===== src/verilog/beam_pick_cfg.svh =====
// Beam memory picker configuration
// Lane, bank and width constants shared by the datapath blocks

`ifndef BEAM_PICK_CFG_SVH
`define BEAM_PICK_CFG_SVH

// Lanes per word and banks per first symbol
`define BP_LANES        16
`define BP_BANKS        4
`define BP_BEAMS        (`BP_LANES * `BP_BANKS)

// Sample, address and index widths
`define BP_DATA_W       40
`define BP_ADDR_W       11
`define BP_IDX_W        6

// Header and gain byte widths
`define BP_INFO0_W      64
`define BP_AGC_W        8

`define BP_POL_SPLIT    32
`define BP_BANK_RD_LAT  2

`endif


===== src/verilog/beam_pick_pkg.sv =====
// Beam memory picker types
// Sample, address, index and gain types plus the control enums

`include "beam_pick_cfg.svh"

package beam_pick_pkg;

    typedef logic [`BP_DATA_W-1:0]  beam_word_t;
    typedef logic [`BP_ADDR_W-1:0]  bank_addr_t;
    typedef logic [`BP_IDX_W-1:0]   beam_idx_t;
    typedef logic [`BP_AGC_W-1:0]   agc_t;
    typedef logic [`BP_INFO0_W-1:0] info0_t;

    // One word of all lanes, and the per-lane side arrays
    typedef beam_word_t [`BP_LANES-1:0] lane_data_t;
    typedef beam_idx_t  [`BP_LANES-1:0] lane_idx_t;
    typedef agc_t       [`BP_LANES-1:0] lane_agc_t;
    typedef agc_t       [1:0]           agc_pair_t;

    typedef logic       [`BP_BANKS-1:0] bank_sel_t;
    typedef lane_data_t [`BP_BANKS-1:0] bank_data_t;

    typedef enum logic {RD_IDLE, RD_SWEEP} rd_state_e;
    typedef enum logic {OUT_PASS, OUT_SORTED} out_src_e;

endpackage


===== src/verilog/beam_read_ctrl.sv =====
// Sort read control
// Sweeps all banks on a sort start edge and aligns the stream markers

`include "beam_pick_cfg.svh"

module beam_read_ctrl
    import beam_pick_pkg::*;
(
    input  logic       i_clk,
    input  logic       i_reset,
    input  logic       i_sort_sop,
    input  bank_addr_t i_last_addr,
    output logic       o_rd_en,
    output bank_addr_t o_rd_addr,
    output logic       o_sort_vld,
    output logic       o_sort_sop,
    output logic       o_sort_eop
);

    // Bank latency plus matrix and pick stages of the reorder
    localparam int DLY = `BP_BANK_RD_LAT + 2;

    rd_state_e            rd_state;
    logic                 sort_sop_d;
    logic                 sop_rise;
    logic                 at_last;
    logic [2:0]           mark;
    logic [DLY-1:0][2:0]  mark_q;

    //----------------------------------------------------------------------
    // Start edge and sweep FSM
    //----------------------------------------------------------------------
    assign sop_rise = i_sort_sop & ~sort_sop_d;
    assign at_last  = (o_rd_addr == i_last_addr);

    always_ff @(posedge i_clk) begin
        if (i_reset) begin
            sort_sop_d <= 1'b0;
            rd_state   <= RD_IDLE;
            o_rd_addr  <= '0;
        end else begin
            sort_sop_d <= i_sort_sop;
            case (rd_state)
                RD_IDLE: begin
                    if (sop_rise) begin
                        rd_state  <= RD_SWEEP;
                        o_rd_addr <= '0;
                    end
                end
                RD_SWEEP: begin
                    if (at_last)
                        rd_state <= RD_IDLE;
                    else
                        o_rd_addr <= o_rd_addr + 1'b1;
                end
                default: rd_state <= RD_IDLE;
            endcase
        end
    end

    assign o_rd_en = (rd_state == RD_SWEEP);

    //----------------------------------------------------------------------
    // Marker delay line
    //----------------------------------------------------------------------
    // {last, first, valid} for the address issued this cycle
    assign mark = {o_rd_en & at_last, o_rd_en & (o_rd_addr == '0), o_rd_en};

    always_ff @(posedge i_clk) begin
        if (i_reset)
            mark_q <= '0;
        else
            mark_q <= {mark_q[DLY-2:0], mark};
    end

    assign o_sort_vld = mark_q[DLY-1][0];
    assign o_sort_sop = mark_q[DLY-1][1];
    assign o_sort_eop = mark_q[DLY-1][2];

endmodule


===== config.mk =====
export PLATFORM = sky130hd
export DESIGN_NAME = beam_read_ctrl
export DESIGN_NICKNAME = d
export VERILOG_FILES = /design/src/verilog/beam_pick_pkg.sv /design/src/verilog/beam_read_ctrl.sv
export VERILOG_INCLUDE_DIRS = /design/src /design/src/verilog
export SDC_FILE = /design/constraint.sdc
export NUM_CORES = 1
export LEC_CHECK = 0
export BUFFER_PORTS_ARGS = -buffer_cell sky130_fd_sc_hd__buf_2
export CAP_MARGIN = 40
export CORE_MARGIN = 1
export CORE_UTILIZATION = 47
export DETAILED_ROUTE_END_ITERATION = 10
export PLACE_DENSITY_LB_ADDON = 0.1
export SYNTH_ARGS = -nofsm -noshare
export SYNTH_HDL_FRONTEND = slang
export SYNTH_SLANG_ARGS = --single-unit
export TNS_END_PERCENT = 10

===== constraint.sdc =====
create_clock -name i_clk -period 2.56 [get_ports i_clk]
set_clock_uncertainty 0.2 [all_clocks]
set_input_delay 0.128 -clock i_clk [delete_from_list [all_inputs] [get_ports i_clk]]
set_output_delay 0.128 -clock i_clk [all_outputs]
set_load 0.03 [all_outputs]

==> impl_metrics.yaml <==
run_status:
  status: "finished, final reports clean"
synth:
  synth_commonest_cells: "dfxtp_1, nand2_1, nor2b_1"
  synthArstFlopShare_pct: 0
  synth_edf_count: 0
  yosysWarnings: 0
  yosysSeqAreaShare_pct: 40.9
  syn-cell-area_mm2: 0.00122
  yosysMostFrequentCell: "dfxtp_1"
  synth_top_area_cell: "dfxtp_1"
  yosys-top-cells-area: "dfxtp_1, xnor2_1, nor2b_1"
  synth_flop_cell: "dfxtp_1"
  avgSynthCellArea_um2: 9.28
  postSynthCellCount: 132
  synth.distinct_cells: 27
  ys_seq_elements: 25
  syn_nets: 148
  synth_top_area_share_pct: 40.9
clock_tree:
  cts.sinks: 25
  clock_latency_ns: 0.33
  cts.clk_slew.worst_paths_ns: 0.15
  cts_buffers: 3
  cts_root_buf: "clkbuf_4"
  cts_max_level: 1
  ctsLongestPathBuffers: 2
  postCtsSetupBuffers: 0
  cts_tree: "done"
floorplan:
  start_util_pct: 49.4
  ioPinCount: 29
  die_height_um: 53.1
  dieArea_mm2: 0.00281
  rows: 18
  core_area_mm2: 0.00248
  die-width_um: 53.1
min_path:
  min-delay-path-class: "in -> reg"
global_route:
  grt_use_total_pct: 19.7
  grt_pass1_wl_um: 3950
  grt_pass1_vias: 860
  grt_overflow: 0
  grt_max_degree: 25
  antenna_found_initial: 0
critical_path:
  slowest_stage: "o32ai_2"
  cp_slowest_stage_delay_ns: 0.53
  path_buf_inv: 1
  crit_family: "compound AO/OA/AOI/OAI gates"
  path_max_fanout: 8
  critPathRequiredTime_ns: 2.63
  crit_type: "reg -> reg"
  arrival_ns: 2.17
  path_cells: "xnor2_1 > nand4_1 > o32ai_2 > buf_4 > nand2_1 > a31oi_1"
  worstSetupEndpointType: "flop"
  worst_setup_path_start_kind: "flop"
placement:
  gp_congestion: 0.802
  dp_cells: 181
  portBuffers: 28
  hpwl_um: 1840
finish:
  drive_gt1_share_pct: 24.4
  area_delta_synth_final_pct: 11.2
  finalNonFillerCells: 186
  final_nets: 173
  n_antenna_cell: 0
routing:
  ant_nets: 0
  wl_per_cell_um: 14.0
  wl_met1_um: 1180
  routed_via_density: 5.67
  wl_met2_um: 1190
  highest_layer: "met4"
  drt-pass1-iter-count: 5
  wl_met3_um: 188
  routed_wl_um: 2600
  num_vias: 1054
  drt_iter0_markers: 39
  drcViolationCount: 0
sta:
  final_hold_viol_count: 0
  setup_tns_ns: 0
  worst_pin_slew_ns: 0.515
  rsz0062_at_grt: "no"
  slew_violations: 0
  min_period_ns: 2.10
  setup_viol: 0
  post-route-period-util_pct: 82.1
  relSlewSlack_pct: 65.6
  max_freq_mhz: 476
flow_run:
  maxCapViolations: 0
power:
  p_leak_nw: 0.507
  power_density_mw_per_mm2: 487
  worst_ir_drop_vdd_uv: 381
==> registers in the layout, indices dropped and copies added (netlist names) <==
name and flops:
o_rd_addr 11, mark_q 9, o_rd_en 1, o_sort_eop 1
o_sort_sop 1, o_sort_vld 1, sort_sop_d 1
==> final timing paths <==
| kind | startpoint | to | slack, ns | cells after the start |
|---|---|---|---|---|
| worst max-delay path | o_rd_addr[5]$_SDFFE_PP0P_ | o_rd_addr[5]$_SDFFE_PP0P_ | 0.46 | 6 |
| worst min-delay path | i_reset | o_rd_addr[9]$_SDFFE_PP0P_ | 0.004 | 2 |
| worst max register to register | o_rd_addr[5]$_SDFFE_PP0P_ | o_rd_addr[5]$_SDFFE_PP0P_ | 0.46 | 6 |
| worst min register to register | mark_q[7]$_SDFF_PP0_ | o_sort_sop$_SDFF_PP0_ | 0.25 | 1 |
==> timing repair <==
action | in CTS | in global routing
resized for setup | 0 | 0
hold endpoints to repair | 1 | 0
hold buffers | 1 | 0
==> kinds of logic (layout without fill, tap and decap cells) <==
logic type / Yosys count / count (layout) / synth area share [%]
XOR/XNOR: 11 / 11 / 7.86
adder cells (fa/ha/maj): 2 / 2 / 2.04
buffers and inverters: 14 / 38 / 8.68
AND/OR/NAND/NOR: 65 / 65 / 31.6
flip-flops: 25 / 25 / 40.9
AO/OA/AOI/OAI: 15 / 15 / 8.99
==> cells in the final DEF, fill, tap and decap left out, drive strengths merged, types with 2 or more instances in the layout <==
| cell type | instances |
|---|---|
| ha | 2 |
| nor2b | 12 |
| nand4 | 7 |
| or3 | 2 |
| clkbuf | 3 |
| a21oi | 2 |
| nor4 | 4 |
| dfxtp | 25 |
| nand4b | 3 |
| o211ai | 2 |
| nand2 | 14 |
| inv | 3 |
| nand3 | 11 |
| or4b | 4 |
| buf | 30 |
| nor2 | 5 |
| xnor2 | 11 |
| a31oi | 8 |
==> stage by stage <==
stage	area [µm²]	power [mW]	hold slack, ns	setup WS [ns]	utilization, %
floorplan	1220	0.460	-0.000389	0.423	-
global route	1360	0.686	0.0266	0.284	55.0
finish	1360	0.664	0.00427	0.458	55.0
CTS	1360	0.669	0.0000503	0.434	55.0
detailed placement	1320	0.483	0.160	0.471	53.4
global placement	1320	0.481	0.151	0.534	53.4
==> layer usage <==
layer | up-vias | track usage, %
met5 | - | 0
met4 | 0 | 7.89
met3 | 5 | 3.16
met2 | 49 | 32.7
met1 | 483 | 25.2
li1 | 517 | -
==> where the power goes <==
part           switching [mW]  total, mW  internal (mW)
sequential            0.00761      0.404          0.397
combinational          0.0419     0.0709         0.0290
clock                   0.129      0.189         0.0599
==> cell type report <==
cell class	count	area (µm²)
Multi-Input combinational cell	93	618
Sequential cell	25	500
Fill cell	267	1110
Timing Repair Buffer	31	165
Tap cell	30	37.5
Clock buffer	3	22.5
Inverter	3	11.3
Clock inverter	1	7.51
(Power assumes the default switching activity.)
